`config.mk`:
```
export PLATFORM = sky130hd
export DESIGN_NAME = tx_beat_format
export DESIGN_NICKNAME = d
export VERILOG_FILES = /design/src/source/eth_tx_pkg.sv /design/src/source/tx_beat_format.sv
export SDC_FILE = /design/constraint.sdc
export NUM_CORES = 1
export LEC_CHECK = 0
export ABC_CLOCK_PERIOD_IN_PS = 800
export BUFFER_PORTS_ARGS = -buffer_cell sky130_fd_sc_hd__buf_2
export CAP_MARGIN = 20
export CELL_PAD_IN_SITES_DETAIL_PLACEMENT = 1
export CELL_PAD_IN_SITES_GLOBAL_PLACEMENT = 1
export CORE_MARGIN = 10
export CORE_UTILIZATION = 32
export CTS_BUF_LIST = sky130_fd_sc_hd__clkbuf_4 sky130_fd_sc_hd__clkbuf_8
export CTS_CLUSTER_SIZE = 25
export DETAILED_ROUTE_END_ITERATION = 16
export PLACE_DENSITY = 0.87
export SLEW_MARGIN = 20
export SYNTH_ARGS = -nofsm -noshare
export SYNTH_HDL_FRONTEND = slang
export SYNTH_SLANG_ARGS = --single-unit
```
`constraint.sdc`:
```
create_clock -name tx_clk -period 0.8 [get_ports tx_clk]
set_input_delay 0.04 -clock tx_clk [delete_from_list [all_inputs] [get_ports tx_clk]]
set_output_delay 0.04 -clock tx_clk [all_outputs]
set_load 0.1 [all_outputs]
```
`src/source/eth_tx_pkg.sv`:
```
package eth_tx_pkg;

	//////////////////////////////////////////////////
	// Register map

	localparam int REG_ADDR_BITS = 8;

	// Bit 0 reads back the link state
	localparam logic [REG_ADDR_BITS-1:0] REG_STAT    = 8'h00;
	// Any write queues the frame in progress
	localparam logic [REG_ADDR_BITS-1:0] REG_COMMIT  = 8'h20;
	// Expected frame length in bytes
	localparam logic [REG_ADDR_BITS-1:0] REG_LENGTH  = 8'h40;
	// Sequential word write
	localparam logic [REG_ADDR_BITS-1:0] REG_TX_WORD = 8'h60;
	// Buffer window, every address from here up
	localparam logic [REG_ADDR_BITS-1:0] REG_TX_BUF  = 8'h80;

	//////////////////////////////////////////////////
	// Sizes and flow control

	// Byte lengths and word counts, frames up to 2047 bytes
	localparam int LEN_BITS        = 11;
	localparam int DATA_FIFO_DEPTH = 256;
	localparam int LEN_FIFO_DEPTH  = 8;
	// Matches the downstream buffer size
	localparam int TX_CREDITS      = 4;
	localparam int CREDIT_BITS     = $clog2(TX_CREDITS + 1);

	//////////////////////////////////////////////////
	// Shared types

	// Host bus request
	typedef struct packed {
		logic                     sel;
		logic                     enable;
		logic                     write;
		logic [REG_ADDR_BITS-1:0] addr;
		logic [31:0]              wdata;
	} reg_req_t;

	// Host bus response
	typedef struct packed {
		logic        ready;
		logic [31:0] rdata;
		logic        slverr;
	} reg_rsp_t;

	// Stored word, nbytes is 1 to 4
	typedef struct packed {
		logic [31:0] data;
		logic [2:0]  nbytes;
	} tx_word_t;

	// Word count of one queued frame
	typedef logic [LEN_BITS-1:0] tx_len_t;

	// Output beat toward the MAC
	typedef struct packed {
		logic [31:0] data;
		logic [3:0]  keep;
		logic        last;
	} tx_beat_t;

endpackage
```
`src/source/tx_beat_format.sv`:
```
`timescale 1ns/1ps

module tx_beat_format import eth_tx_pkg::*; (
	input  logic     tx_clk,
	input  logic     rst_n,
	input  logic     word_taken,
	input  logic     last_word,
	input  tx_word_t word_rd,
	output logic     out_valid,
	output tx_beat_t out_beat
);

	tx_beat_t beat_next;

	//////////////////////////////////////////////////
	// Byte masking

	always_comb begin
		beat_next.last = last_word;
		for (int i = 0; i < 4; i++) begin
			// Keep covers the low nbytes lanes
			beat_next.keep[i] = (3'(i) < word_rd.nbytes);
			// Lanes past the frame end go out as zero
			beat_next.data[8*i +: 8] = beat_next.keep[i] ? word_rd.data[8*i +: 8] : 8'h00;
		end
	end

	// Valid strobe
	always_ff @(posedge tx_clk or negedge rst_n) begin
		if (!rst_n)
			out_valid <= 1'b0;
		else
			out_valid <= word_taken;
	end

	// Beat payload
	always_ff @(posedge tx_clk) begin
		if (word_taken)
			out_beat <= beat_next;
	end

	// Every stored word carries between one and four bytes
	assert property (@(posedge tx_clk) disable iff (!rst_n)
		word_taken |-> (word_rd.nbytes >= 3'd1) && (word_rd.nbytes <= 3'd4))
		else $error("stored word byte count out of range");

endmodule

```
==> metrics.txt, run 1 <==
run status complete, but fails checks; violated checks negative setup slack; count of cell types in the netlist 11; WP data arrival 0.91 ns; Min-Delay Path Depth 2; Setup TNS -4.713 ns; die area around 7600 um^2; Pwr per Cell Area 2344 nW/um^2; via total after detailed routing 940; share of the clock period used by the worst path 1.186; critical-path maximum fanout 1; unrepaired setup endpoints after global routing true; number of ports placed on the die boundary 77; global-route wire length before repair 6023 um; area of the multi-input gates 274.0 um^2; number of clock buffers inserted by TritonCTS 5; top-area cell type share of the netlist area 0.7755; register bit total from synthesis 38; number of nets in the synthesized netlist around 120; Total GRT Usage 0.1049; clock tree from TritonCTS done; Post-CTS Resized 0; Syn. warnings 0; Mapped Area 1433 um^2; post-layout min period 0.9489 ns; Post-synth ARST share 0.02632; Power, Total 6.271 mW; number of flops mapped to enable cells by yosys 37; part of the Yosys area used for sequential elements 0.7930; final worst-path setup slack -0.1489 ns; routability congestion estimate 0.6312; net count of the finished layout roughly 210; startpoint type of the worst setup path flip-flop; cells along the critical path buf_12; diode insertion count for antenna repair 0; synth cell count leaders sky130_fd_sc_hd__edfxtp_1 (37), sky130_fd_sc_hd__nor2b_1 (16), sky130_fd_sc_hd__and2_2 (8), sky130_fd_sc_hd__nor2b_2 (8), sky130_fd_sc_hd__inv_1 (2); dpl hpwl 3219 um; number of global-route vias before repair ~1100; number of buffers inserted by post-CTS setup repair 0; cell types with the largest area share after synthesis sky130_fd_sc_hd__edfxtp_1 (78%), sky130_fd_sc_hd__nor2b_1 (7.0%), sky130_fd_sc_hd__nor2b_2 (4.9%); most common cell in the netlist sky130_fd_sc_hd__edfxtp_1; wire per inst 17.78 um; area occupied by registers 1137 um^2; antenna violations before repair 0; final number of max-transition violations 0; Core Region 4354 um^2; number of instances in the synthesized netlist 77; final hold violation count 0; row count 24; WP data required between 0.7 and 0.8 ns; number of sinks driven by the clock tree 38; number of maximum-capacitance constraint violations 0; fillcell total 370; wire length reported by the detailed router 3930 um; Bufs and invs on worst path 1; maximum clock path buffer count 2; post-route ant nets 0; critical path's slowest cell sky130_fd_sc_hd__edfxtp_1; worst-case vdd ir drop 1.234 mV; slew at the pin closest to its max-slew limit 0.2157 ns; post-synthesis cell type with the largest combined area sky130_fd_sc_hd__edfxtp_1; delay-heaviest family, CP flip-flops; number of gates on the worst path with buffers counted 1; achievable clock frequency 1054 MHz; DRT iter0 DRCs 33; endpoint kind of the worst setup timing path primary output; mean instance size in the synthesized netlist 18.61 um^2; level count of the clock H-tree 2; most frequently used flop master after synthesis sky130_fd_sc_hd__edfxtp_1; Synth-to-Final Area Change 86.73%; Initial Util 0.3290; CP max stage delay 0.44 ns; CTS Root Buffer Type sky130_fd_sc_hd__clkbuf_8; critical path class flip-flop to primary output; maximum number of pins on one net before global-route repair 23; chip height 86.91 um; class of the most critical hold timing path input port to flip-flop; number of optimization iterations in the first detailed-route pass 2; share of layout cells above drive strength 1 0.6627; Port-buffer cells 76; post-detailed-route via-to-cell ratio 4.253; Max transition margin 0.8559; remaining global-route overflow 0; clock-pin slew on the worst setup and hold paths 0.07 ns; die width 86.91 um; final number of setup-violating endpoints 38; number of remaining DRC errors 0; leakage power 1.108 nW
-- final timing paths --
| check | start | to | slack [ns] |
|---|---|---|---|
| max in group asynchronous | rst_n | out_valid$_DFF_PN0_ | 0.63 |
| worst min-delay path | word_rd[22] | out_beat[24]$_SDFFCE_PP0P_ | 0.05 |
| min in group asynchronous | rst_n | out_valid$_DFF_PN0_ | 0.08 |
| worst max-delay path | out_beat[6]$_SDFFCE_PP0P_ | out_beat[6] | -0.15 |
-- sequential cells by signal (all words and copies together) (netlist names) --
register / count
out_beat: 37
out_valid: 1
-- cell type report --
type,count,area share
Sequential cell,38,0.4252
Clock buffer,7,0.03134
Inverter,3,0.004210
Clock inverter,1,0.01123
Tap cell,52,0.02432
Multi-Input combinational cell,35,0.1024
Timing Repair Buffer,85,0.4013
-- through the flow --
stage	instances	worst slack, ns	util	hold slack (ns)	area [um^2]
global placement	211	-0.06239	0.5836	-0.1851	2541
finish	221	-0.1489	0.6144	0.05087	2675
global route	221	-0.2003	0.6144	0.03315	2675
detailed placement	211	-0.09825	0.5836	-0.1829	2541
CTS	221	-0.1646	0.6144	0.03909	2675
floorplan	77	-0.1440	-	-0.2556	1434
-- cells by family (layout without fill, tap and decap cells) --
| family | after synthesis | after routing | synth area share |
|---|---|---|---|
| buf+inv | 4 | 96 | 0.01572 |
| flops | 38 | 38 | 0.7930 |
| compound gates | 1 | 1 | 0.01136 |
| simple gates | 34 | 34 | 0.1799 |
-- report_power, final --
| part | total (mW) | switching (mW) | leakage [nW] | internal, mW |
|---|---|---|---|---|
| clock | 1.61 | 0.607 | 0.0593 | 1.00 |
| sequential | 2.51 | 0.131 | 0.370 | 2.38 |
| combinational | 2.15 | 1.38 | 0.678 | 0.769 |
| total | 6.27 | 2.12 | 1.11 | 4.15 |
-- placed cells by master (no fill, tap or decap), types with 2 or more instances in the layout --
cell and instances:
sky130_fd_sc_hd__inv_1 2, sky130_fd_sc_hd__dlygate4sd3_1 2, sky130_fd_sc_hd__edfxtp_1 37, sky130_fd_sc_hd__nor2b_2 8, sky130_fd_sc_hd__clkbuf_8 5, sky130_fd_sc_hd__buf_2 38, sky130_fd_sc_hd__nor2b_1 16, sky130_fd_sc_hd__buf_4 3
sky130_fd_sc_hd__buf_12 42, sky130_fd_sc_hd__and2_2 8, sky130_fd_sc_hd__clkbuf_4 2
-- per-layer routing --
layer	wire length [um]	track usage	vias to the layer above
li1	-	-	449
met1	1196	0.08723	440
met2	2254	0.2005	49
met3	472	0.06929	2
met4	7	0.01767	0
met5	0	0	-
-- what timing repair did --
| item | CTS | global route |
|---|---|---|
| endpoints found under the hold margin | 2 | 0 |
| setup endpoints to repair | 38 | 38 |
| hold buffers | 2 | 0 |
| gates cloned | 0 | 0 |
No activity file was read; power rests on OpenSTA's default activity.
==> inputs of run 2 (changes only) <==
ABC_AREA = 1   (was not set)
==> run 2 against run 1 <==
Net effect:
- the flow still finishes with violations (negative setup slack)
- final area up 0.98%
- combinational power hardly changed
- clock-buffer cell count decreased by 2
- synthesized cell count is 34% higher
- die area grew 3.4%
- wire length up 6.9%
- clock power grew 17%
- critical endpoint is now out_beat[8]
- largest cell class unchanged
- highest routed layer unchanged
==> metrics.txt, run 2 <==
dpl hpwl 3369 um (+4.7%); most frequently used flop master after synthesis sky130_fd_sc_hd__edfxtp_1; number of remaining DRC errors 0 (unchanged); register bit total from synthesis 38 (unchanged); final number of setup-violating endpoints 38 (unchanged); Mapped Area 1495 um^2 (+4.4%); antenna violations before repair 0 (unchanged); CP max stage delay 0.45 ns (about the same); top flop regs out_beat: 37 flops, out_valid: 1 flops; Layout Cell Area excl Fill 2701 um^2 (+0.98%); fraction of power consumed by sequential logic 0.383 (-0.017); top-area cell type share of the netlist area 0.7431 (-0.03245); Post-synth ARST share 0.02632 (unchanged); placed cell area 2549 um^2 (+0.30%); number of flops mapped to enable cells by yosys 37 (unchanged); endpoint kind of the worst setup timing path primary output; final number of max-transition violations 0 (unchanged); diode insertion count for antenna repair 0 (unchanged); final worst-path setup slack -0.1797 ns (-0.03080 ns); cell types with the largest area share after synthesis sky130_fd_sc_hd__edfxtp_1 (74%), sky130_fd_sc_hd__inv_1 (6.3%), sky130_fd_sc_hd__a21boi_1 (4.0%); row count 24 (unchanged); Int Power 4.357 mW (+5.0%); number of ports placed on the die boundary 77 (unchanged); final hold violation count 0 (unchanged); die width 88.36 um (+1.7%); routability congestion estimate 0.7097 (+12%); number of instances in the synthesized netlist 103 (+34%); clock tree from TritonCTS done; worst-case vdd ir drop 1.200 mV (-2.8%); Port-buffer cells 76 (unchanged); level count of the clock H-tree 2 (unchanged); slew at the pin closest to its max-slew limit 0.2123 ns (-0.003386 ns); Max transition margin 0.8585 (+0.002598); post-detailed-route via-to-cell ratio 4.358 (+2.5%); number of sinks driven by the clock tree 38 (unchanged); class of the most critical hold timing path input port to flip-flop; Setup TNS -5.219 ns (-0.5058 ns); global-route wire length before repair 6555 um (+8.8%); DRT iter0 DRCs 35 (+6.1%); clock-pin slew on the worst setup and hold paths 0.07 ns (about the same); critical path class flip-flop to primary output; most common cell in the netlist sky130_fd_sc_hd__edfxtp_1; count of cell types in the netlist 14 (+3); synth cell count leaders sky130_fd_sc_hd__edfxtp_1 (37), sky130_fd_sc_hd__inv_1 (25), sky130_fd_sc_hd__nand2_1 (9); maximum number of pins on one net before global-route repair 39 (+70%); number of optimization iterations in the first detailed-route pass 3 (+1); net load switching power 2.213 mW (+4.3%); post-synthesis cell type with the largest combined area sky130_fd_sc_hd__edfxtp_1; chip height 88.36 um (+1.7%); wire length reported by the detailed router 4200 um (+6.9%); leading cell types in the layout, fill and taps excluded sky130_fd_sc_hd__buf_12 (41), sky130_fd_sc_hd__buf_2 (38), sky130_fd_sc_hd__edfxtp_1 (37); wire per inst 17.28 um (-2.8%); Initial Util 0.3364 (+0.007407); switching share of total power 0.3369 (-0.001499); most common library cell in the layout ignoring fill and taps sky130_fd_sc_hd__buf_12; WP data required 0.76 ns (about the same); critical-path maximum fanout 1 (unchanged); leakage power 1.238 nW (+12%); violated checks negative setup slack; share of the clock period used by the worst path 1.225 (+0.03850); via total after detailed routing 1059 (+13%); Syn. warnings 0 (unchanged); flip-flop count of the largest register after layout 37 (unchanged); number of global-route vias before repair 1204 (+11%); largest register by flop count out_beat; post-route ant nets 0 (unchanged); post-layout min period 0.9797 ns (+0.03080 ns); share of layout cells above drive strength 1 0.5288 (-0.1339); startpoint type of the worst setup path flip-flop; Total GRT Usage 0.1130 (+0.008147); cells along the critical path buf_12; achievable clock frequency 1021 MHz (-3.1%); maximum clock path buffer count 2 (unchanged); CTS Root Buffer Type sky130_fd_sc_hd__clkbuf_8; unrepaired setup endpoints after global routing true; remaining global-route overflow 0 (unchanged); number of nets in the synthesized netlist 142 (+22%); Core Region 4444 um^2 (+2.1%); number of clock buffers inserted by TritonCTS 5 (unchanged); mean instance size in the synthesized netlist 14.52 um^2 (-22%); Pwr per Cell Area 2432 nW/um^2 (+3.8%); WP data arrival 0.94 ns (+0.03 ns); run status complete, but fails checks; net count of the finished layout 229 (+11%); number of maximum-capacitance constraint violations 0 (unchanged); Bufs and invs on worst path 1 (unchanged); number of buffers inserted by post-CTS setup repair 0 (unchanged); part of the Yosys area used for sequential elements 0.7598 (-0.03318); critical path's slowest cell sky130_fd_sc_hd__edfxtp_1; die area 7807 um^2 (+3.4%); power share of the clock group 0.288 (+0.032); delay-heaviest family, CP flip-flops; Synth-to-Final Area Change 80.67%; Gate power share 0.329 (-0.014)
==> run 2: changes by cell type in the layout (fill, tap and decap cells not counted), sizes merged <==
cell    previous run  this run
nor2               1         9
clkinv             0         1
inv                3        27
a21oi              1         8
bufinv             1         2
and2               8         0
a21boi             0         8
nand2              0        11
nor2b             24         0
nor3               1         0
clkbuf             7         5
buf               83        80
==> run 2: cells by family (layout without fill, tap and decap cells) <==
kind of cell | count (synthesis) | after routing | share of synthesized area
buffers and inverters | 29 | 117 | 0.08870
DFF | 38 | 38 | 0.7598
AOI/OAI and AO/OA | 16 | 16 | 0.06695
and+or+nand+nor | 20 | 20 | 0.08452
==> run 2: power by group through the flow <==
stage	clock [mW]	sequential, mW	combinational (mW)
final	1.89	2.51	2.16
after global routing	2.03	2.53	2.23
after CTS	1.95	2.52	2.18
after detailed placement	0	2.56	2.17
after global placement	0	2.55	2.14
after floorplan	0	3.63	0.141
==> run 2: layout make-up <==
class	count	area (um^2)
sequential	38	1137
tap	52	65.06
inverter	27	101.3
clock buffer	5	68.82
multi-input combinational	36	226.5
timing repair buffer	82	1039
clock inverter	3	63.81
fill	426	1743
==> run 2: layer usage <==
metal	vias up	track usage	part of all wire
met1	491	0.1120	0.36
met2	55	0.1949	0.50
met3	6	0.06434	0.12
met4	0	0.03965	0.014
met5	-	0	0
li1	507	-	-
==> run 2: what timing repair did <==
action | CTS | global route
gates resized for setup | 0 | 0
endpoints found under the setup margin | 38 | 38
hold endpoints to repair | 2 | 0
hold buffers | 2 | 0
cloned | 0 | 0
==> run 2: final timing paths <==
check | depth (start not counted) | end | startpoint
worst max-delay path | 1 | out_beat[8] | out_beat[8]$_SDFFCE_PP0P_
min in group asynchronous | 2 | out_valid$_DFF_PN0_ | rst_n
worst min-delay path | 3 | out_beat[35]$_SDFFCE_PN0P_ | word_rd[33]
max in group asynchronous | 2 | out_valid$_DFF_PN0_ | rst_n
==> run 2: metrics by stage <==
stage | utilization | worst slack [ns] | hold slack (ns) | power [mW] | std cells
after floorplan | - | -0.1440 | -0.2556 | 3.775 | 103
after global placement | 0.5735 | 0.01447 | -0.1848 | 4.688 | 233
after detailed placement | 0.5735 | -0.01322 | -0.1820 | 4.734 | 233
after CTS | 0.6078 | -0.2004 | 0.006163 | 6.653 | 243
after global routing | 0.6078 | -0.2149 | 0.01185 | 6.791 | 243
final | 0.6078 | -0.1797 | 0.01319 | 6.571 | 243
