`src/source/eth_tx_pkg.sv`:
```
package eth_tx_pkg;

	//////////////////////////////////////////////////
	// Register map

	localparam int REG_ADDR_BITS = 8;

	// Bit 0 reads back the link state
	localparam logic [REG_ADDR_BITS-1:0] REG_STAT    = 8'h00;
	// Any write queues the frame in progress
	localparam logic [REG_ADDR_BITS-1:0] REG_COMMIT  = 8'h20;
	// Expected frame length in bytes
	localparam logic [REG_ADDR_BITS-1:0] REG_LENGTH  = 8'h40;
	// Sequential word write
	localparam logic [REG_ADDR_BITS-1:0] REG_TX_WORD = 8'h60;
	// Buffer window, every address from here up
	localparam logic [REG_ADDR_BITS-1:0] REG_TX_BUF  = 8'h80;

	//////////////////////////////////////////////////
	// Sizes and flow control

	// Byte lengths and word counts, frames up to 2047 bytes
	localparam int LEN_BITS        = 11;
	localparam int DATA_FIFO_DEPTH = 256;
	localparam int LEN_FIFO_DEPTH  = 8;
	// Matches the downstream buffer size
	localparam int TX_CREDITS      = 4;
	localparam int CREDIT_BITS     = $clog2(TX_CREDITS + 1);

	//////////////////////////////////////////////////
	// Shared types

	// Host bus request
	typedef struct packed {
		logic                     sel;
		logic                     enable;
		logic                     write;
		logic [REG_ADDR_BITS-1:0] addr;
		logic [31:0]              wdata;
	} reg_req_t;

	// Host bus response
	typedef struct packed {
		logic        ready;
		logic [31:0] rdata;
		logic        slverr;
	} reg_rsp_t;

	// Stored word, nbytes is 1 to 4
	typedef struct packed {
		logic [31:0] data;
		logic [2:0]  nbytes;
	} tx_word_t;

	// Word count of one queued frame
	typedef logic [LEN_BITS-1:0] tx_len_t;

	// Output beat toward the MAC
	typedef struct packed {
		logic [31:0] data;
		logic [3:0]  keep;
		logic        last;
	} tx_beat_t;

endpackage
```
`src/source/tx_reg_port.sv`:
```
`timescale 1ns/1ps

module tx_reg_port import eth_tx_pkg::*; (
	input  logic     tx_clk,
	input  logic     rst_n,
	input  reg_req_t req,
	output reg_rsp_t rsp,
	input  logic     link_up,
	input  logic     data_full,
	output logic     word_wr_en,
	output tx_word_t word_wr,
	output logic     len_wr_en,
	output tx_len_t  len_wr
);

	//////////////////////////////////////////////////
	// Access decode

	logic                access;
	logic                wr_access;
	logic                is_commit;
	logic                is_length;
	logic                is_word;
	logic                is_buf;

	// Frame state
	logic [LEN_BITS-1:0] expected_len;
	logic [LEN_BITS-1:0] remaining;
	tx_len_t             word_count;
	tx_len_t             pend_count;
	logic                commit_q;

	// Byte count of the word being written
	logic [LEN_BITS-1:0] wr_offset;
	logic [LEN_BITS-1:0] bytes_left;
	logic [2:0]          push_nbytes;
	logic                in_frame;
	logic                push_ok;

	assign access    = req.sel && req.enable;
	assign wr_access = access && req.write;
	assign is_commit = (req.addr == REG_COMMIT);
	assign is_length = (req.addr == REG_LENGTH);
	assign is_word   = (req.addr == REG_TX_WORD);
	assign is_buf    = (req.addr >= REG_TX_BUF);

	// Window offset is a byte offset into the frame
	assign wr_offset  = LEN_BITS'(req.addr - REG_TX_BUF);
	assign bytes_left = expected_len - wr_offset;

	always_comb begin
		push_nbytes = 3'd0;
		in_frame    = 1'b0;
		if (is_buf) begin
			// Writes past the end of the frame are dropped
			if (wr_offset < expected_len) begin
				in_frame    = 1'b1;
				push_nbytes = (bytes_left >= LEN_BITS'(4)) ? 3'd4 : bytes_left[2:0];
			end
		end else if (is_word) begin
			// Sequential words eat into the remaining count
			if (remaining != '0) begin
				in_frame    = 1'b1;
				push_nbytes = (remaining >= LEN_BITS'(4)) ? 3'd4 : remaining[2:0];
			end
		end
	end

	assign push_ok = wr_access && in_frame && !data_full;

	// Zero wait states
	always_comb begin
		rsp.ready  = access;
		rsp.rdata  = 32'h0;
		rsp.slverr = 1'b0;
		if (access) begin
			if (req.write) begin
				// Status is read only
				if (req.addr == REG_STAT)
					rsp.slverr = 1'b1;
				// Word FIFO full, write is lost
				else if ((is_buf || is_word) && data_full)
					rsp.slverr = 1'b1;
			end else if (req.addr == REG_STAT) begin
				rsp.rdata = {31'h0, link_up};
			end else begin
				// Buffer is write only
				rsp.slverr = 1'b1;
			end
		end
	end

	//////////////////////////////////////////////////
	// Control state

	always_ff @(posedge tx_clk or negedge rst_n) begin
		if (!rst_n) begin
			word_wr_en   <= 1'b0;
			len_wr_en    <= 1'b0;
			commit_q     <= 1'b0;
			expected_len <= '0;
			remaining    <= '0;
			word_count   <= '0;
		end else begin
			word_wr_en <= push_ok && link_up;
			// Second commit stage, empty frames never reach the queue
			len_wr_en  <= commit_q && (pend_count != '0) && link_up;
			if (!link_up) begin
				commit_q     <= 1'b0;
				expected_len <= '0;
				remaining    <= '0;
				word_count   <= '0;
			end else if (wr_access && is_commit) begin
				commit_q     <= 1'b1;
				expected_len <= '0;
				remaining    <= '0;
				word_count   <= '0;
			end else begin
				commit_q <= 1'b0;
				if (wr_access && is_length) begin
					expected_len <= req.wdata[LEN_BITS-1:0];
					remaining    <= req.wdata[LEN_BITS-1:0];
				end
				if (push_ok) begin
					word_count <= word_count + 1'b1;
					if (is_word)
						remaining <= remaining - LEN_BITS'(push_nbytes);
				end
			end
		end
	end

	// Payload path
	always_ff @(posedge tx_clk) begin
		if (push_ok) begin
			word_wr.data   <= req.wdata;
			word_wr.nbytes <= push_nbytes;
		end
		// Count snapshot taken on the commit access itself
		if (wr_access && is_commit)
			pend_count <= word_count;
		if (commit_q)
			len_wr <= pend_count;
	end

endmodule

```
`config.mk`:
```
export PLATFORM = sky130hd
export DESIGN_NAME = tx_reg_port
export DESIGN_NICKNAME = d
export VERILOG_FILES = /design/src/source/eth_tx_pkg.sv /design/src/source/tx_reg_port.sv
export SDC_FILE = /design/constraint.sdc
export NUM_CORES = 1
export LEC_CHECK = 0
export BUFFER_PORTS_ARGS = -buffer_cell sky130_fd_sc_hd__buf_2
export CORE_UTILIZATION = 30
export CTS_CLUSTER_SIZE = 40
export DETAILED_ROUTE_END_ITERATION = 10
export HOLD_SLACK_MARGIN = 0.06
export PLACE_DENSITY = 0.58
export SLEW_MARGIN = 20
export SYNTH_ARGS = -nofsm -noshare
export SYNTH_HDL_FRONTEND = slang
export SYNTH_SLANG_ARGS = --single-unit
```
`constraint.sdc`:
```
create_clock -name tx_clk -period 10.64 [get_ports tx_clk]
set_input_delay 1.064 -clock tx_clk [delete_from_list [all_inputs] [get_ports tx_clk]]
set_output_delay 1.064 -clock tx_clk [all_outputs]
set_load 0.05 [all_outputs]
```
==> summary.md, run 1 <==
| Metric | Value |
|---|---|
| Status | finished clean |
| Die Wd | 128.0 µm |
| Total Routing Usage GR | 13.47% |
| PD cells | 137.6 mW/mm² |
| Arrival time worst endpoint | 5060 ps |
| Setup ws final | 5760 ps |
| Fin crit period | 4880 ps |
| CTS Hold Bufs | 0 |
| Setup TNS | 0 ps |
| Final Non-Filler Cells | 730 |
| Port Buffers | 97 |
| Req. time, crit path | 10820 ps |
| Critical path type | input pin to register |
| Die area | 0.01638 mm² |
| Detail Placement HPWL | 8187 µm |
| RSZ-0062 raised after global routing | no |
| Synth cell types | 70 |
| DRT Pass-1 Iters | 4 |
| Max_cap viols | 0 |
| Cts bufs inserted | 9 |
| Initial Utilization | 30.98% |
| Drt wl/cell | 14.89 µm |
| Area post-placement | 0.005325 mm² |
| Layout Nets | 578 |
| Worst hold-check path type | register to register |
| Avg Cell Area, Syn | 11.42 µm² |
| Pin count of the biggest net entering global routing | 37 |
| DP Worst Slack | 5409 ps |
| Max Slew Vio Count | 0 |
| Setup Fix Bufs, Post-CTS | 0 |
| Leakage power | 0.002360 µW |
| Global-route wire length before repair | 17000 µm |
| Std-Cell Rows | 45 |
| Number of synthesized register bits | 93 |
| R2R Setup Slk | 6260 ps |
| Crit path capture type | register |
| VDD IR max | 0.00007298 V |
| Mapped Area | 0.004762 mm² |
| Residual DRC count | 0 |
| Clock Tree Root | clkbuf_16 |
| Diodes inserted | 0 |
| Post-Syn Instances | 417 |
| Post-cts sizing count | 0 |
| Fraction of layout cells with a size suffix above 1 | 26.40% |
| Fin area | 0.005630 mm² |
| H-tree Lvls | 3 |
| Initial antenna violation count | 0 |
| CTS tree | yes |
| Vias in the first global route | 3400 |
| Ys async rst share | 38.71% |
| Area Overhead vs Synth | 18.23% |
| CP max FO | 8 |
| Gr ovfl total | 0 |
| Placed insts | 714 |
| Vias per cell | 4.890 |
| Overall Power | 774.7 µW |
| Endpoints failing setup | 0 |
| Die Y | 128.0 µm |
| Post-synth EDFFs | 57 |
| Clock Latency Late Sink | 350 ps |
| Sequential fraction of the synthesis area | 54.86% |
| Ys flop type | edfxtp_1 |
| Vias | 3570 |
| Worst-path clk slew | 60 ps |
| Worst setup SP type | input pin |
| Rel. slew slack | 37.05% |
| Yosys Warn Count | 0 |
| Gpl congestion | 0.8997 |
| Endpoints failing hold | 0 |
| Crit share post-route | 45.86% |
| Routed Antenna Nets | 0 |
| Clk_skew | 7.938 ps |
| CTS Buffer Depth | 2 |
| Fmax | 204.9 MHz |
| Final WL | 10870 µm |
| Core Box Area | 0.01537 mm² |
| Sink Count | 93 |
| DR iter-0 viols | 219 |
| Worst-Margin Slew | 944.2 ps |
| Top Ports | 129 |
cell usage after synthesis (all sizes together), types with 2 or more instances:
cell | instances | area, µm²
a21oi | 25 | 125.1
a31oi | 9 | 56.30
or3 | 15 | 97.59
mux2i | 5 | 50.05
or2 | 4 | 25.02
nor4 | 10 | 83.83
nand2b | 5 | 33.78
and2 | 4 | 25.02
edfxtp | 57 | 1712
ha | 15 | 187.7
o21ai | 14 | 73.82
a211oi | 3 | 40.04
clkbuf | 3 | 11.26
or4 | 3 | 26.27
fa | 2 | 40.04
o22ai | 4 | 25.02
nand4b | 2 | 17.52
o21a | 4 | 37.53
a32o | 2 | 20.02
o211ai | 5 | 37.54
nor2b | 5 | 31.28
nor2 | 20 | 75.07
and4 | 4 | 36.29
nand3 | 10 | 50.05
nand2 | 42 | 160.2
inv | 21 | 78.83
o31ai | 5 | 37.54
dfrtp | 36 | 900.9
nor4b | 2 | 32.53
o311ai | 8 | 70.07
nor3b | 2 | 15.01
nor3 | 2 | 10.01
a311oi | 3 | 26.28
buf | 39 | 284.0
nand4 | 8 | 56.30
placed cells by master (no fill, tap or decap), types with 4 or more instances in the layout:
cell type	count
a21oi_1	25
a31oi_1	9
and2_1	4
buf_2	97
clkbuf_16	9
conb_1	31
dfrtp_1	36
edfxtp_1	57
ha_1	15
inv_1	21
mux2i_1	5
nand2_1	41
nand2b_1	4
nand3_1	10
nand4_1	7
nor2_1	20
nor2b_1	5
nor4_1	8
o211ai_1	5
o21ai_0	13
o22ai_1	4
o311ai_0	6
o31ai_1	5
or2_2	4
or3_1	12
power by group:
part	leakage (µW)	switching (µW)	internal (µW)	total, µW
combinational	0.00117	47.1	13.7	60.9
sequential	0.00104	0.0407	382	382
clock	0.000150	146	186	332
total	0.00236	193	582	775
logic make-up (layout without fill, tap and decap cells):
logic type                 after synthesis  count (layout)  synth area share, %
other                                    1              31              0.07875
DFF                                     93              93                54.86
xor gates and xnor gates                 2               2               0.3679
buffers and inverters                   64             136                8.250
adders and majority gates               17              17                4.782
AOI/OAI and AO/OA                       92              92                13.43
muxes                                    6               6                1.287
and+or+nand+nor                        142             142                16.95
per-stage QoR:
stage | hold slack (ps) | utilization (%)
floorplan | 426.8 | -
global placement | 435.7 | 34.64
detailed placement | 437.2 | 34.64
CTS | 453.2 | 36.63
global route | 464.3 | 36.63
finish | 452.2 | 36.63
flip-flops by register name, summed over array words and instances, names as in the netlist:
register	count
expected_len	11
remaining	11
len_wr_en	1
word_wr	35
word_count	11
pend_count	11
len_wr	11
word_wr_en	1
commit_q	1
layer usage:
metal  up-vias  track usage (%)  wire [µm]
met3        16            2.796        626
met2       118            24.49       5600
met4         0            5.260        239
met5         -                0          0
li1       1697                -          -
met1      1739            15.43       4407
final cells by class:
class                           count  area, µm²
Timing Repair Buffer               99      500.5
Clock inverter                      7      80.08
Tap cell                          211      264.0
Clock buffer                        9      225.2
Multi-Input combinational cell    290       1869
Sequential cell                    93       2613
Fill cell                        1542       9741
Inverter                           21      78.83
path summary, 6_finish.rpt:
path,startpoint,end,cells after the start
hold reg to reg,pend_count[8],len_wr[8],0
hold / removal,pend_count[8],len_wr[8],0
setup reg to reg,expected_len[0],remaining[7],16
max in group asynchronous,rst_n,remaining[7],1
setup / recovery,req[37],remaining[7],16
min in group asynchronous,rst_n,remaining[0],1
worst max-delay path, cell delays in order:
cell,delay [ps]
buf_2,130
inv_1,70
ha_1,390
a2111oi_0,400
nand2_1,100
o22ai_1,180
mux2_2,370
nor4_2,430
a32oi_1,170
ha_1,280
nor2b_1,120
o21ai_0,250
nor4b_1,460
nand2_1,190
o311ai_0,320
a31oi_1,140
(Power assumes the default switching activity.)
==> inputs of run 2 (changes only) <==
==> constraint.sdc (replaced) <==
create_clock -name tx_clk -period 4.6 [get_ports tx_clk]
set_input_delay 0.46 -clock tx_clk [delete_from_list [all_inputs] [get_ports tx_clk]]
set_output_delay 0.46 -clock tx_clk [all_outputs]
set_load 0.05 [all_outputs]
==> summary.md, run 2 (same netlist as run 1, synthesis figures left out) <==
| Metric | Value |
|---|---|
| Levels on crit path | 16 |
| DR iter-0 viols | 229 |
| Detail Placement HPWL | 8228 µm |
| Fraction of layout cells with a size suffix above 1 | 27.10% |
| Max Slew Vio Count | 0 |
| Fin crit period | 4219 ps |
| Crit path max-delay family | compound AO/OA/AOI/OAI gates |
| Critical path type | register to register |
| Worst-Margin Slew | 928.4 ps |
| Layout Nets | 583 |
| Arrival time worst endpoint | 4400 ps |
| Most common cell after layout, fill and taps aside | buf_2 |
| Max incr delay on CP | 420 ps |
| Area post-placement | 0.005363 mm² |
| Area Overhead vs Synth | 18.97% |
| Most frequent cells in the layout | 97 x buf_2, 57 x edfxtp_1, 41 x nand2_1 |
| Gr ovfl total | 0 |
| CP Buf/Inv Count | 1 |
| Final core occ | 36.86% |
| Clock Latency Late Sink | 340 ps |
| Die Wd | 128.0 µm |
| Leakage power | 0.002373 µW |
| Post-cts sizing count | 0 |
| FF-to-FF Start | expected_len[0] |
| Crit. Startpoint | expected_len[0] |
| CTS Buffer Depth | 2 |
| Largest Register | word_wr |
| CTS Hold Bufs | 0 |
| Req. time, crit path | 4780 ps |
| Overall Power | 1773 µW |
| Global-route wire length before repair | 16820 µm |
| R2R Setup Slk | 380 ps |
| Std-Cell Rows | 45 |
| Cts bufs inserted | 9 |
| Critical path cell sequence | inv_1, ha_1, fa_1, nor2b_1, o2111a_1, o22ai_1, mux2_2, nor4_2, a32o_1, ha_1, nor2b_1, o21ai_0, nor4b_1, nand2_1, o311ai_0, a31oi_1 |
| Slowest cell on crit path | fa_1 |
| Sink Count | 93 |
| Crit share post-route | 91.71% |
| Top Ports | 129 |
| CP max FO | 4 |
| Final WL | 10880 µm |
| Clock Tree Root | clkbuf_16 |
| Port Buffers | 97 |
| Final Non-Filler Cells | 735 |
| Die Y | 128.0 µm |
| Worst setup SP type | register |
| Worst-path clk slew | 70 ps |
| Rel. slew slack | 38.10% |
| H-tree Lvls | 3 |
| Endpoints failing setup | 0 |
| PD cells | 312.9 mW/mm² |
| Residual DRC count | 0 |
| Clk_skew | 7.847 ps |
| CTS tree | yes |
| Max FFs per register | 35 |
| Worst hold-check path type | input pin to asynchronous set/reset pin |
| Reg-to-reg endpoint | remaining[7] |
| Initial antenna violation count | 0 |
| Gpl congestion | 0.9087 |
| Setup Fix Bufs, Post-CTS | 0 |
| Fmax | 237.0 MHz |
| Vias per cell | 4.891 |
| Status | finished clean |
| Initial Utilization | 30.98% |
| Die area | 0.01638 mm² |
| Total Routing Usage GR | 13.28% |
| Endpoints failing hold | 0 |
| VDD IR max | 0.0001730 V |
| CP endpoint | remaining[7] |
| Max_cap viols | 0 |
| Drt wl/cell | 14.80 µm |
| Setup TNS | 0 ps |
| RSZ-0062 raised after global routing | no |
| Vias in the first global route | 3427 |
| Pin count of the biggest net entering global routing | 37 |
| Placed insts | 719 |
| R2R cell count | 16 |
| Vias | 3595 |
| Core Box Area | 0.01537 mm² |
| Fin area | 0.005665 mm² |
| Diodes inserted | 0 |
| DRT Pass-1 Iters | 5 |
| Routed Antenna Nets | 0 |
| Crit path capture type | register |
-- run 2: cell type report --
| class | instances | area [µm²] |
|---|---|---|
| timing repair buffer | 104 | 538.0 |
| clock inverter | 5 | 60.06 |
| clock buffer | 11 | 242.7 |
| inverter | 21 | 78.83 |
| fill | 1564 | 9706 |
| tap | 211 | 264.0 |
| multi-input combinational | 290 | 1869 |
| sequential | 93 | 2613 |
-- run 2: worst register-to-register path, cell delays in order, from the launching register on --
cell and delay (ps):
dfrtp_1 350, inv_1 70, ha_1 200, fa_1 420, nor2b_1 180, o2111a_1 200
o22ai_1 110, mux2_2 290, nor4_2 320, a32o_1 310, ha_1 250, nor2b_1 60
o21ai_0 260, nor4b_1 370, nand2_1 170, o311ai_0 360, a31oi_1 140
-- run 2: power by group --
part | total [µW] | switching, µW | leakage [µW] | internal [µW]
registers | 884 | 0.0911 | 0.00103 | 884
clock network | 746 | 308 | 0.000146 | 438
logic | 143 | 110 | 0.00120 | 32.6
total | 1770 | 418 | 0.00237 | 1350
-- run 2: through the flow --
stage	worst slack (ps)	hold slack, ps
after detailed placement	218.7	435.6
after global placement	322.9	435.4
final	381.2	236.8
after CTS	425.1	256.4
after floorplan	593.1	164.4
after global routing	78.31	284.7
-- run 2: worst min path at each step --
stage                  start             to  slack, ps  depth (start not counted)
6_report               rst_n  word_count[6]        240                          1
5_1_grt              req[14]    word_wr[17]        280                          1
4_1_cts                rst_n  word_count[9]        260                          1
3_5_place_dp   pend_count[8]      len_wr[8]        440                          0
3_3_place_gp   pend_count[8]      len_wr[8]        440                          0
2_1_floorplan          rst_n       commit_q        160                          0
-- run 2: layer usage --
metal	global-route usage [%]	part of all wire (%)	vias to the layer above
li1	-	-	1705
met1	15.03	42	1730
met2	24.36	51	136
met3	2.713	4.9	24
met4	5.260	2.5	0
met5	0	0	-
