## config.mk

```make
export PLATFORM = sky130hd
export DESIGN_NAME = tx_fifo
export DESIGN_NICKNAME = d
export VERILOG_FILES = /design/src/source/tx_fifo.sv
export SDC_FILE = /design/constraint.sdc
export NUM_CORES = 1
export LEC_CHECK = 0
export BUFFER_PORTS_ARGS = -buffer_cell sky130_fd_sc_hd__buf_4
export CORE_MARGIN = 5
export CORE_UTILIZATION = 60
export CTS_CLUSTER_SIZE = 25
export DETAILED_ROUTE_END_ITERATION = 6
export MAX_ROUTING_LAYER = met4
export PLACE_DENSITY = 0.79
export SYNTH_ARGS = -nofsm -noshare
export SYNTH_HDL_FRONTEND = slang
export SYNTH_SLANG_ARGS = --single-unit
```

## constraint.sdc

```tcl
create_clock -name tx_clk -period 5.6 [get_ports tx_clk]
set_input_delay 0.28 -clock tx_clk [delete_from_list [all_inputs] [get_ports tx_clk]]
set_output_delay 0.28 -clock tx_clk [all_outputs]
set_load 0.1 [all_outputs]
```

## src/source/tx_fifo.sv

```systemverilog
`timescale 1ns/1ps

module tx_fifo #(
	parameter type T     = logic [31:0],
	parameter int  DEPTH = 16
) (
	input  logic tx_clk,
	input  logic rst_n,
	input  logic flush,
	input  logic wr_en,
	input  T     wr_data,
	output logic full,
	input  logic rd_en,
	output T     rd_data,
	output logic empty
);

	localparam int PTR_BITS = (DEPTH > 1) ? $clog2(DEPTH) : 1;
	localparam int CNT_BITS = $clog2(DEPTH + 1);

	T                    mem [DEPTH];
	logic [PTR_BITS-1:0] wr_ptr;
	logic [PTR_BITS-1:0] rd_ptr;
	logic [CNT_BITS-1:0] count;
	logic                at_cap;
	logic                push;
	logic                pop;

	//////////////////////////////////////////////////
	// Occupancy

	assign at_cap = (count == CNT_BITS'(DEPTH));
	// Writers push a cycle after checking, so count the push in flight too
	assign full   = at_cap || (wr_en && (count == CNT_BITS'(DEPTH - 1)));
	assign empty  = (count == '0);
	assign push   = wr_en && !flush;
	assign pop    = rd_en && !flush;

	always_ff @(posedge tx_clk or negedge rst_n) begin
		if (!rst_n) begin
			wr_ptr <= '0;
			rd_ptr <= '0;
			count  <= '0;
		end else if (flush) begin
			wr_ptr <= '0;
			rd_ptr <= '0;
			count  <= '0;
		end else begin
			if (push)
				wr_ptr <= (wr_ptr == PTR_BITS'(DEPTH - 1)) ? '0 : wr_ptr + 1'b1;
			if (pop)
				rd_ptr <= (rd_ptr == PTR_BITS'(DEPTH - 1)) ? '0 : rd_ptr + 1'b1;
			case ({push, pop})
				2'b10:   count <= count + 1'b1;
				2'b01:   count <= count - 1'b1;
				default: count <= count;
			endcase
		end
	end

	// Storage and registered read port
	always_ff @(posedge tx_clk) begin
		if (push)
			mem[wr_ptr] <= wr_data;
		if (pop)
			rd_data <= mem[rd_ptr];
	end

	// Writer must respect full
	assert property (@(posedge tx_clk) disable iff (!rst_n) push |-> !at_cap)
		else $error("tx_fifo push while full");
	// Reader must respect empty
	assert property (@(posedge tx_clk) disable iff (!rst_n) pop |-> !empty)
		else $error("tx_fifo pop while empty");

endmodule

```

==> results of run 1 <==
[power by group]
group          internal, W  switching, W  total [W]
registers          0.00462     0.0000403    0.00466
clock network      0.00182       0.00143    0.00325
logic             0.000188      0.000314   0.000501
[Yosys cell counts, types with 2 or more instances]
library cell / n
ha_1: 7
clkbuf_1: 16
buf_4: 10
and2_1: 18
xor2_1: 4
mux4_2: 64
dfrtp_1: 13
inv_1: 4
nor4_1: 2
a311oi_1: 2
nor3_1: 2
a21oi_1: 6
buf_6: 12
nor2_1: 14
nor2b_1: 3
nor3b_1: 2
o21ai_0: 35
a221oi_1: 64
or3_1: 2
nand2_1: 40
mux2i_1: 131
edfxtp_1: 544
buf_2: 22
a22oi_1: 32
[how the worst max path moves through the flow]
stage	start	to	slack [ns]	depth (start not counted)
2_1_floorplan	count[1]	empty	3.14	3
6_report	rd_ptr[0]	rd_data[10]	2.80	4
5_1_grt	rd_ptr[0]	rd_data[5]	2.62	4
3_5_place_dp	rd_ptr[0]	rd_data[6]	2.81	4
4_1_cts	rd_ptr[0]	rd_data[10]	2.78	4
3_3_place_gp	rd_ptr[0]	rd_data[9]	2.85	4
[cells by family (layout without fill, tap and decap cells)]
logic type | after synthesis | after routing | share of synthesized area [%]
xor+xnor | 5 | 5 | 0.204
compound gates | 145 | 145 | 4.99
fa+ha+maj | 7 | 7 | 0.408
flops | 557 | 557 | 77.6
other cells | 0 | 1 | 0
mux | 197 | 197 | 12.9
simple gates | 90 | 90 | 2.07
buf+inv | 65 | 213 | 1.86
[worst max-delay path, stage by stage, from the launching register on]
cell,delay [ns]
dfrtp_4,1.07
buf_4,0.56
mux4_2,0.58
a22oi_1,0.20
nand2_1,0.08
[area by class of cell]
class	instances	area, sq um
clock buffer	74	1470
multi-input combinational	444	4460
fill	2178	11300
sequential	557	16700
inverter	4	15.0
tap	461	577
clock inverter	22	95.1
antenna	1	2.50
timing repair buffer	113	938
[registers in the layout, summed over array words and instances, names as in the netlist]
name and cells:
mem 512, rd_ptr 4, wr_ptr 4, count 5, rd_data 32
[metrics by stage]
step | util, % | instances | hold slack, ns | power, W
after floorplan | - | 1066 | -0.0156 | 0.00509
after global placement | 63.1 | 1553 | 0.143 | 0.00522
after detailed placement | 63.1 | 1553 | 0.147 | 0.00524
after CTS | 68.3 | 1675 | 0.00156 | 0.00846
after global routing | 68.3 | 1675 | 0.0205 | 0.00867
final | 68.3 | 1676 | 0.0162 | 0.00841
[layer usage]
layer  vias to the layer above  part of all wire [%]  routed length (microns)  global-route usage [%]
met2                       438                    50                    22300                    37.7
met1                      5579                    40                    17900                    33.5
met3                        67                   7.7                     3450                    3.29
met5                         -                     0                        0                       -
li1                       4631                     -                        -                       -
met4                         0                   2.2                      972                    5.95
==> metrics.cfg, run 1 <==
[outcome]
status=finished clean

[global_route]
grt_max_degree=65
grt_pass1_vias=11100
grt_overflow_total=0
antenna_found_initial=0
track_usage_pct=23.7
grt_pass1_wl_mm=67.9

[logic_synthesis]
synth.area.top_cells=edfxtp_1 (76%), mux4_2 (6.7%), mux2i_1 (6.1%), a221oi_1 (2.6%), dfrtp_1 (1.5%)
syn_area_sq_um=21500
synth_top_flop_cell=edfxtp_1
synthCells=1066
syn_nets=1110
yosys.area.top_type_share_pct=76.0
ys_async_sr_fraction_pct=2.33
synth_edf_count=544
seq_area_frac_synth_pct=77.6
synth_top_cell_by_area=edfxtp_1
syn_area_per_cell_sq_um=20.2
ys.warnings.count=0
ys_types=41
synth-seq-cells=557

[sta]
fin_skew_ns=0.0199
worstMarginPinSlew_ns=1.22
drv_slew=0
min_period_ns=2.80
layout_setup_ws_ns=2.80
setup_viol=0
fmax_ghz=0.357
slew_headroom_pct=18.6
timing.setup.tns_ns=0
finalCritPeriodShare_pct=50.1
rsz0062_at_grt=no
hold_viol=0

[floorplanning]
io_pins=71
die_w_microns=199
die_h_microns=199
dieArea_sq_um=39700
core_area_sq_um=35500
num_rows=69
start_util_pct=60.5

[cts]
clkTransAtPathRegs_ns=0.06
cts_buffers=53
cts_tree=built
cts_buffer_depth=3
htree_num_levels=2
cts-root-buf=clkbuf_16
post_cts_resized=0
clock-sinks=557
clk_latency_ns=0.58
cts_setup_buffers=0
cts_hold_buffers=26

[pwr]
leakagePower_nw=7.82
max-vdd-ir-drop_v=0.000297
power_density_nw_per_um2=347

[layout]
layout_commonest_cell=edfxtp_1
fin_nets=1217
area_growth_pct=12.8
final_area_sq_um=24200
most-common-layout-cells=edfxtp_1 (544), mux2i_1 (131), buf_4 (85)
drive_gt1_share_pct=19.7

[setup_path]
reg2regPathDepth=4
path_class=flop to flop
worstSetupStartpointType=flop
critPathCaptureType=flop
r2r_start=rd_ptr[0]
r2r_end=rd_data[10]
path_max_fanout=54
rrSetupSlack_ns=2.80
worstPathRequired_ns=5.92
arrival_ns=3.13

[min_path]
hp-start=wr_data[27]
min_to=mem[11][27]
whs_path_depth=1
min_path_type=input pin to flop

[drt]
first_pass_iters=5
viasPerCell=6.39
antenna_left=0
vias=10700
drc=0
routedWlPerCell_microns=26.6
postRouteWirelength_mm=44.6
drt_iter0_drc=1128

[placed_design]
port_buffers=70
gp_congestion=0.754
dp_slack_ns=2.81
placed_area_sq_um=22400
dp_hpwl_mm=23.0

[run]
maxCapViolCount=0

No activity file was read; power rests on OpenSTA's default activity.
==> inputs of run 2 (changes only) <==
--- a/config.mk
+++ b/config.mk
@@ -5,13 +5,14 @@
 export SDC_FILE = /design/constraint.sdc
 export NUM_CORES = 1
 export LEC_CHECK = 0
+export ABC_AREA = 1
 export BUFFER_PORTS_ARGS = -buffer_cell sky130_fd_sc_hd__buf_4
 export CORE_MARGIN = 5
-export CORE_UTILIZATION = 60
+export CORE_UTILIZATION = 56
 export CTS_CLUSTER_SIZE = 25
 export DETAILED_ROUTE_END_ITERATION = 6
 export MAX_ROUTING_LAYER = met4
-export PLACE_DENSITY = 0.79
+export PLACE_DENSITY = 0.78
 export SYNTH_ARGS = -nofsm -noshare
 export SYNTH_HDL_FRONTEND = slang
 export SYNTH_SLANG_ARGS = --single-unit
==> constraint.sdc (replaced) <==
create_clock -name tx_clk -period 2.55 [get_ports tx_clk]
set_input_delay 0.1275 -clock tx_clk [delete_from_list [all_inputs] [get_ports tx_clk]]
set_output_delay 0.1275 -clock tx_clk [all_outputs]
set_load 0.1 [all_outputs]
==> metrics.cfg, run 2 <==
[pwr]
p_sw_share_pct=23.1  ; +1.9 points
max-vdd-ir-drop_v=0.000661  ; +120%
power_w=0.0193  ; +130%
pwr-share-clk_pct=38.9  ; +0.3 points
power_density_nw_per_um2=758  ; +120%
p_sw_w=0.00447  ; +150%
seqPwrFrac_pct=52.9  ; -2.5 points
p_int_w=0.0149  ; +120%
combPwrFrac_pct=8.2  ; +2.2 points
leakagePower_nw=8.60  ; +10%

[run]
maxCapViolCount=0  ; unchanged

[sta]
finalCritPeriodShare_pct=83.5  ; +33 points
worstMarginPinSlew_ns=0.842  ; -0.379 ns
min_period_ns=2.13  ; -0.674 ns
rsz0062_at_grt=no
fmax_ghz=0.470  ; +32%
hold_viol=0  ; unchanged
holdWs_ns=0.378  ; +0.362 ns
slew_headroom_pct=43.9  ; +25 points
setup_viol=0  ; unchanged
fin_skew_ns=0.0194  ; -0.000456 ns
drv_slew=0  ; unchanged
timing.setup.tns_ns=0  ; unchanged

[setup_path]
crit_family=compound AO/OA/AOI/OAI gates
worstSetupStartpointType=flop
critical_path.cell_chain=buf_4 > o21ai_0 > o211ai_1 > o2111ai_1 > nand2_1
arrival_ns=2.59  ; -0.54 ns
path_buf_inv=1  ; unchanged
worst_path_max_delay_cell=buf_4
path_class=flop to flop
slowest_delay_ns=0.61  ; -0.46 ns
critPathCaptureType=flop
worstPathRequired_ns=3.01  ; -2.91 ns
path_max_fanout=73  ; +35%

[cts]
cts_setup_buffers=0  ; unchanged
cts_tree=built
cts_buffers=53  ; unchanged
clk_latency_ns=0.61  ; +0.03 ns
clkTransAtPathRegs_ns=0.06  ; about the same
cts-root-buf=clkbuf_16
post_cts_resized=0  ; unchanged
htree_num_levels=2  ; unchanged
cts_buffer_depth=3  ; unchanged
clock-sinks=557  ; unchanged

[logic_synthesis]
yosysMostFrequentCell=edfxtp_1
ys.warnings.count=0  ; unchanged
seq_area_frac_synth_pct=75.5  ; -2.0 points
ys_async_sr_fraction_pct=2.33  ; unchanged
syn_area_sq_um=22100  ; +2.7%
syn_nets=1702  ; +53%
synth_top_cell_by_area=edfxtp_1
syn_area_per_cell_sq_um=13.3  ; -34%
synth_edf_count=544  ; unchanged
synth.area.top_cells=edfxtp_1 (74%), o211ai_1 (4.2%), nor2_1 (4.1%), nand2_1 (4.0%), o21ai_0 (3.0%)
yosys.area.top_type_share_pct=74.1  ; -2.0 points
synth-seq-cells=557  ; unchanged
synthCells=1658  ; +56%
synthTopCellsByCount=edfxtp_1 (544), nor2_1 (242), nand2_1 (238), o21ai_0 (134), o211ai_1 (122)
synth_top_flop_cell=edfxtp_1
ys_types=31  ; -24%

[drt]
vias=14200  ; +32%
postRouteWirelength_mm=53.5  ; +20%
drc=0  ; unchanged
first_pass_iters=5  ; unchanged
viasPerCell=6.05  ; -5.3%
antenna_left=0  ; unchanged
drt_iter0_drc=1798  ; +59%
routedWlPerCell_microns=22.9  ; -14%

[layout]
layout_commonest_cell=edfxtp_1
most-common-layout-cells=edfxtp_1 (544), nand2_1 (238), nor2_1 (226)
regMostFlops=mem
area_growth_pct=15.7
drive_gt1_share_pct=11.9  ; -7.8 points
fin_nets=1821  ; +50%
largest_reg_flops=512  ; unchanged
largestRegisters=mem (512), rd_data (32), count (5)

[outcome]
status=finished clean

[floorplanning]
io_pins=71  ; unchanged
die_h_microns=208  ; +4.6%
start_util_pct=56.8  ; -3.7 points
core_area_sq_um=38800  ; +9.4%
dieArea_sq_um=43500  ; +9.5%
die_w_microns=208  ; +4.6%
num_rows=72  ; +4.3%

[global_route]
track_usage_pct=25.0  ; +1.3 points
grt_pass1_vias=13900  ; +25%
grt_pass1_wl_mm=81.2  ; +20%
grt_max_degree=141  ; +120%
grt_overflow_total=0  ; unchanged
antenna_found_initial=2  ; +2

[placed_design]
gp_congestion=0.872  ; +16%
dp_hpwl_mm=28.5  ; +24%
port_buffers=70  ; unchanged

[min_path]
min_path_type=input pin to flop

## run 2: cell count changes after synthesis, moves of 32 or more
cell,change
inv_1,+84
o211ai_1,+122
nand3_1,+43
a22oi_1,-32
mux4_2,-64
o2111ai_1,+32
nand2_1,+198
o21ai_0,+99
nor2_1,+228
a221oi_1,-64
o21ai_1,+34
mux2i_1,-131
## run 2: final timing paths
path / start / depth (start not counted) / slack (ns) / endpoint
max in group asynchronous: rst_n / 3 / 1.41 / rd_ptr[0]
setup reg to reg: rd_ptr[1] / 5 / 0.42 / rd_data[8]
min in group asynchronous: rst_n / 3 / 0.64 / count[4]
hold / removal: wr_data[16] / 2 / 0.38 / mem[1][16]
setup / recovery: rd_ptr[1] / 5 / 0.42 / rd_data[8]
hold reg to reg: count[4] / 2 / 0.51 / count[4]
## run 2: cells by family after synthesis
| family | Yosys count | share of synthesized area [%] |
|---|---|---|
| compound gates | 369 | 10.6 |
| xor+xnor | 3 | 0.119 |
| fa+ha+maj | 7 | 0.397 |
| buf+inv | 191 | 4.04 |
| flops | 557 | 75.5 |
| simple gates | 531 | 9.36 |
## run 2: power groups by stage
stage / combinational [W] / clock [W] / sequential, W
after detailed placement: 0.00153 / 0 / 0.0104
after CTS: 0.00159 / 0.00762 / 0.0102
after global placement: 0.00149 / 0 / 0.0104
final: 0.00159 / 0.00753 / 0.0102
after floorplan: 0.000811 / 0 / 0.0107
after global routing: 0.00172 / 0.00802 / 0.0102
## run 2: final cells by class
class | count | area [sq um]
Antenna cell | 2 | 5.00
Clock buffer | 74 | 1410
Clock inverter | 25 | 235
Fill cell | 2613 | 13300
Inverter | 91 | 348
Multi-Input combinational cell | 910 | 4640
Sequential cell | 557 | 16700
Tap cell | 518 | 648
Timing Repair Buffer | 164 | 1560
## run 2: metrics by stage
stage | setup WS, ns | util [%] | instance area, sq um | std cells
6_report | 0.421 | 65.7 | 25500 | 2341
5_1_grt | 0.331 | 65.7 | 25500 | 2341
4_1_cts | 0.458 | 65.7 | 25500 | 2339
3_5_place_dp | 0.488 | 60.5 | 23500 | 2202
3_3_place_gp | 0.503 | 60.5 | 23500 | 2202
2_1_floorplan | 0.0485 | - | 22100 | 1658
## run 2: repair_timing
action	4_1_cts	5_1_grt
hold buffers	38	0
endpoints found under the setup margin	0	0
endpoints found under the hold margin	538	0
## run 2: metal layers
| layer | global-route usage (%) | vias up | share of wire [%] |
|---|---|---|---|
| met2 | 40.2 | 804 | 49 |
| met1 | 33.4 | 6967 | 38 |
| li1 | - | 6306 | - |
| met4 | 7.79 | 0 | 2.4 |
| met5 | - | - | 0 |
| met3 | 4.20 | 94 | 10 |
==> inputs of run 3 (changes only) <==
==> constraint.sdc (replaced) <==
create_clock -name tx_clk -period 1.86 [get_ports tx_clk]
set_input_delay 0.093 -clock tx_clk [delete_from_list [all_inputs] [get_ports tx_clk]]
set_output_delay 0.093 -clock tx_clk [all_outputs]
set_load 0.1 [all_outputs]
==> metrics.cfg, run 3 (synthesis results as in run 2) <==
[outcome]
status=finished clean

[pwr]
combPwrFrac_pct=8.5  ; +0.3 points
leakagePower_nw=8.85  ; +2.8%
p_sw_share_pct=22.9  ; -0.23 points
pwr-share-clk_pct=39.1  ; +0.2 points
power_density_nw_per_um2=1030  ; +35%
seqPwrFrac_pct=52.4  ; -0.5 points
max-vdd-ir-drop_v=0.000958  ; +45%
p_int_w=0.0206  ; +39%
p_sw_w=0.00611  ; +37%

[placed_design]
dp_slack_ns=0.0951  ; -0.393 ns
gp_congestion=0.868  ; -0.45%
port_buffers=70  ; unchanged
dp_hpwl_mm=29.8  ; +4.9%
placed_area_sq_um=24000  ; +2.2%

[floorplanning]
core_area_sq_um=38800  ; unchanged
die_h_microns=208  ; unchanged
die_w_microns=208  ; unchanged
dieArea_sq_um=43500  ; unchanged
start_util_pct=56.8  ; unchanged
num_rows=72  ; unchanged
io_pins=71  ; unchanged

[global_route]
track_usage_pct=25.3  ; +0.30 points
grt_pass1_vias=14200  ; +2.7%
grt_overflow_total=0  ; unchanged
antenna_found_initial=2  ; unchanged
grt_pass1_wl_mm=82.2  ; +1.2%
grt_max_degree=87  ; -38%

[layout]
layout_commonest_cell=edfxtp_1
fin_nets=1846  ; +1.4%
most-common-layout-cells=edfxtp_1 (544), nand2_1 (238), nor2_1 (225)
drive_gt1_share_pct=13.7  ; +1.7 points
area_growth_pct=18.3
final_area_sq_um=26100  ; +2.3%
largestRegisters=mem (512), rd_data (32), count (5)
regMostFlops=mem
largest_reg_flops=512  ; unchanged

[cts]
cts_tree=built
clock-sinks=557  ; unchanged
cts-root-buf=clkbuf_16
cts_buffers=54  ; +1.9%
clk_latency_ns=0.62  ; about the same
clkTransAtPathRegs_ns=0.06  ; about the same
cts_buffer_depth=3  ; unchanged
htree_num_levels=2  ; unchanged

[setup_path]
rrSetupSlack_ns=0.10  ; -0.32 ns
path_class=flop to primary output
critPathCaptureType=primary output
path_max_fanout=3  ; -96%
worstSetupStartpointType=flop
arrival_ns=1.71  ; -0.88 ns
worstPathRequired_ns=1.77  ; -1.24 ns

[drt]
viasPerCell=5.99  ; -1.0%
drc=0  ; unchanged
first_pass_iters=5  ; unchanged
vias=14200  ; -0.035%
routedWlPerCell_microns=22.7  ; -0.54%
drt_iter0_drc=1801  ; +0.17%
antenna_left=0  ; unchanged
postRouteWirelength_mm=53.8  ; +0.47%

[sta]
setup_viol=0  ; unchanged
drv_slew=0  ; unchanged
rsz0062_at_grt=yes
layout_setup_ws_ns=0.0578  ; -0.363 ns
fin_skew_ns=0.0286  ; +0.00921 ns
fmax_ghz=0.555
slew_headroom_pct=55.0  ; +11 points
worstMarginPinSlew_ns=0.673  ; -0.169 ns
finalCritPeriodShare_pct=96.9
holdWs_ns=0.272  ; -0.107 ns
hold_viol=0  ; unchanged
min_period_ns=1.80

[run]
maxCapViolCount=0  ; unchanged

[min_path]
min_path_type=input pin to flop

[run 3: through the flow]
step            TNS, ns  instances  power [W]  utilization [%]
5_1_grt        -0.00496       2365     0.0277             67.2
2_1_floorplan    -76.78       1658     0.0157                -
3_3_place_gp          0       2226     0.0164             61.8
4_1_cts               0       2362     0.0269             67.1
3_5_place_dp          0       2226     0.0165             61.8
6_report              0       2365     0.0268             67.2
[run 3: per-layer routing]
metal | vias to the layer above | share of wire [%] | global-route usage, %
met4 | 0 | 3.5 | 9.13
met3 | 141 | 9.2 | 5.14
met5 | - | 0 | -
met2 | 696 | 48 | 39.8
met1 | 6973 | 39 | 33.4
li1 | 6356 | - | -
[run 3: worst paths after layout]
check,start,endpoint,depth (start not counted)
hold reg to reg,count[4],count[4],2
setup / recovery,count[4],full,4
max in group asynchronous,rst_n,rd_ptr[1],3
setup reg to reg,rd_ptr[0],rd_data[2],8
hold / removal,flush,rd_ptr[2],3
min in group asynchronous,rst_n,count[2],3
[run 3: power by group through the flow]
stage | Sequential, W | Combinational (W) | Clock, W
6_report | 0.0140 | 0.00227 | 0.0105
5_1_grt | 0.0140 | 0.00247 | 0.0112
4_1_cts | 0.0140 | 0.00226 | 0.0106
3_3_place_gp | 0.0143 | 0.00210 | 0
3_5_place_dp | 0.0143 | 0.00217 | 0
2_1_floorplan | 0.0146 | 0.00112 | 0
[run 3: final cells by class]
cell class,instances,area (sq um)
sequential,557,16700
clock buffer,69,1430
inverter,91,350
fill,2544,12700
antenna,2,5.00
multi-input combinational,910,4640
clock inverter,30,258
timing repair buffer,188,2090
tap,518,648
[run 3: worst max-delay path, stage by stage (launching register included)]
cell     delay, ns
dfrtp_1       0.41
inv_2         0.09
nand4_1       0.11
o32ai_2       0.24
buf_6         0.27
[run 3: timing repair]
action / CTS / global route
endpoints found under the hold margin: 538 / 0
hold buffers: 37 / 0
resized for setup: 2 / 3
endpoints found under the setup margin: 1 / 6
setup buffers: 0 / 1
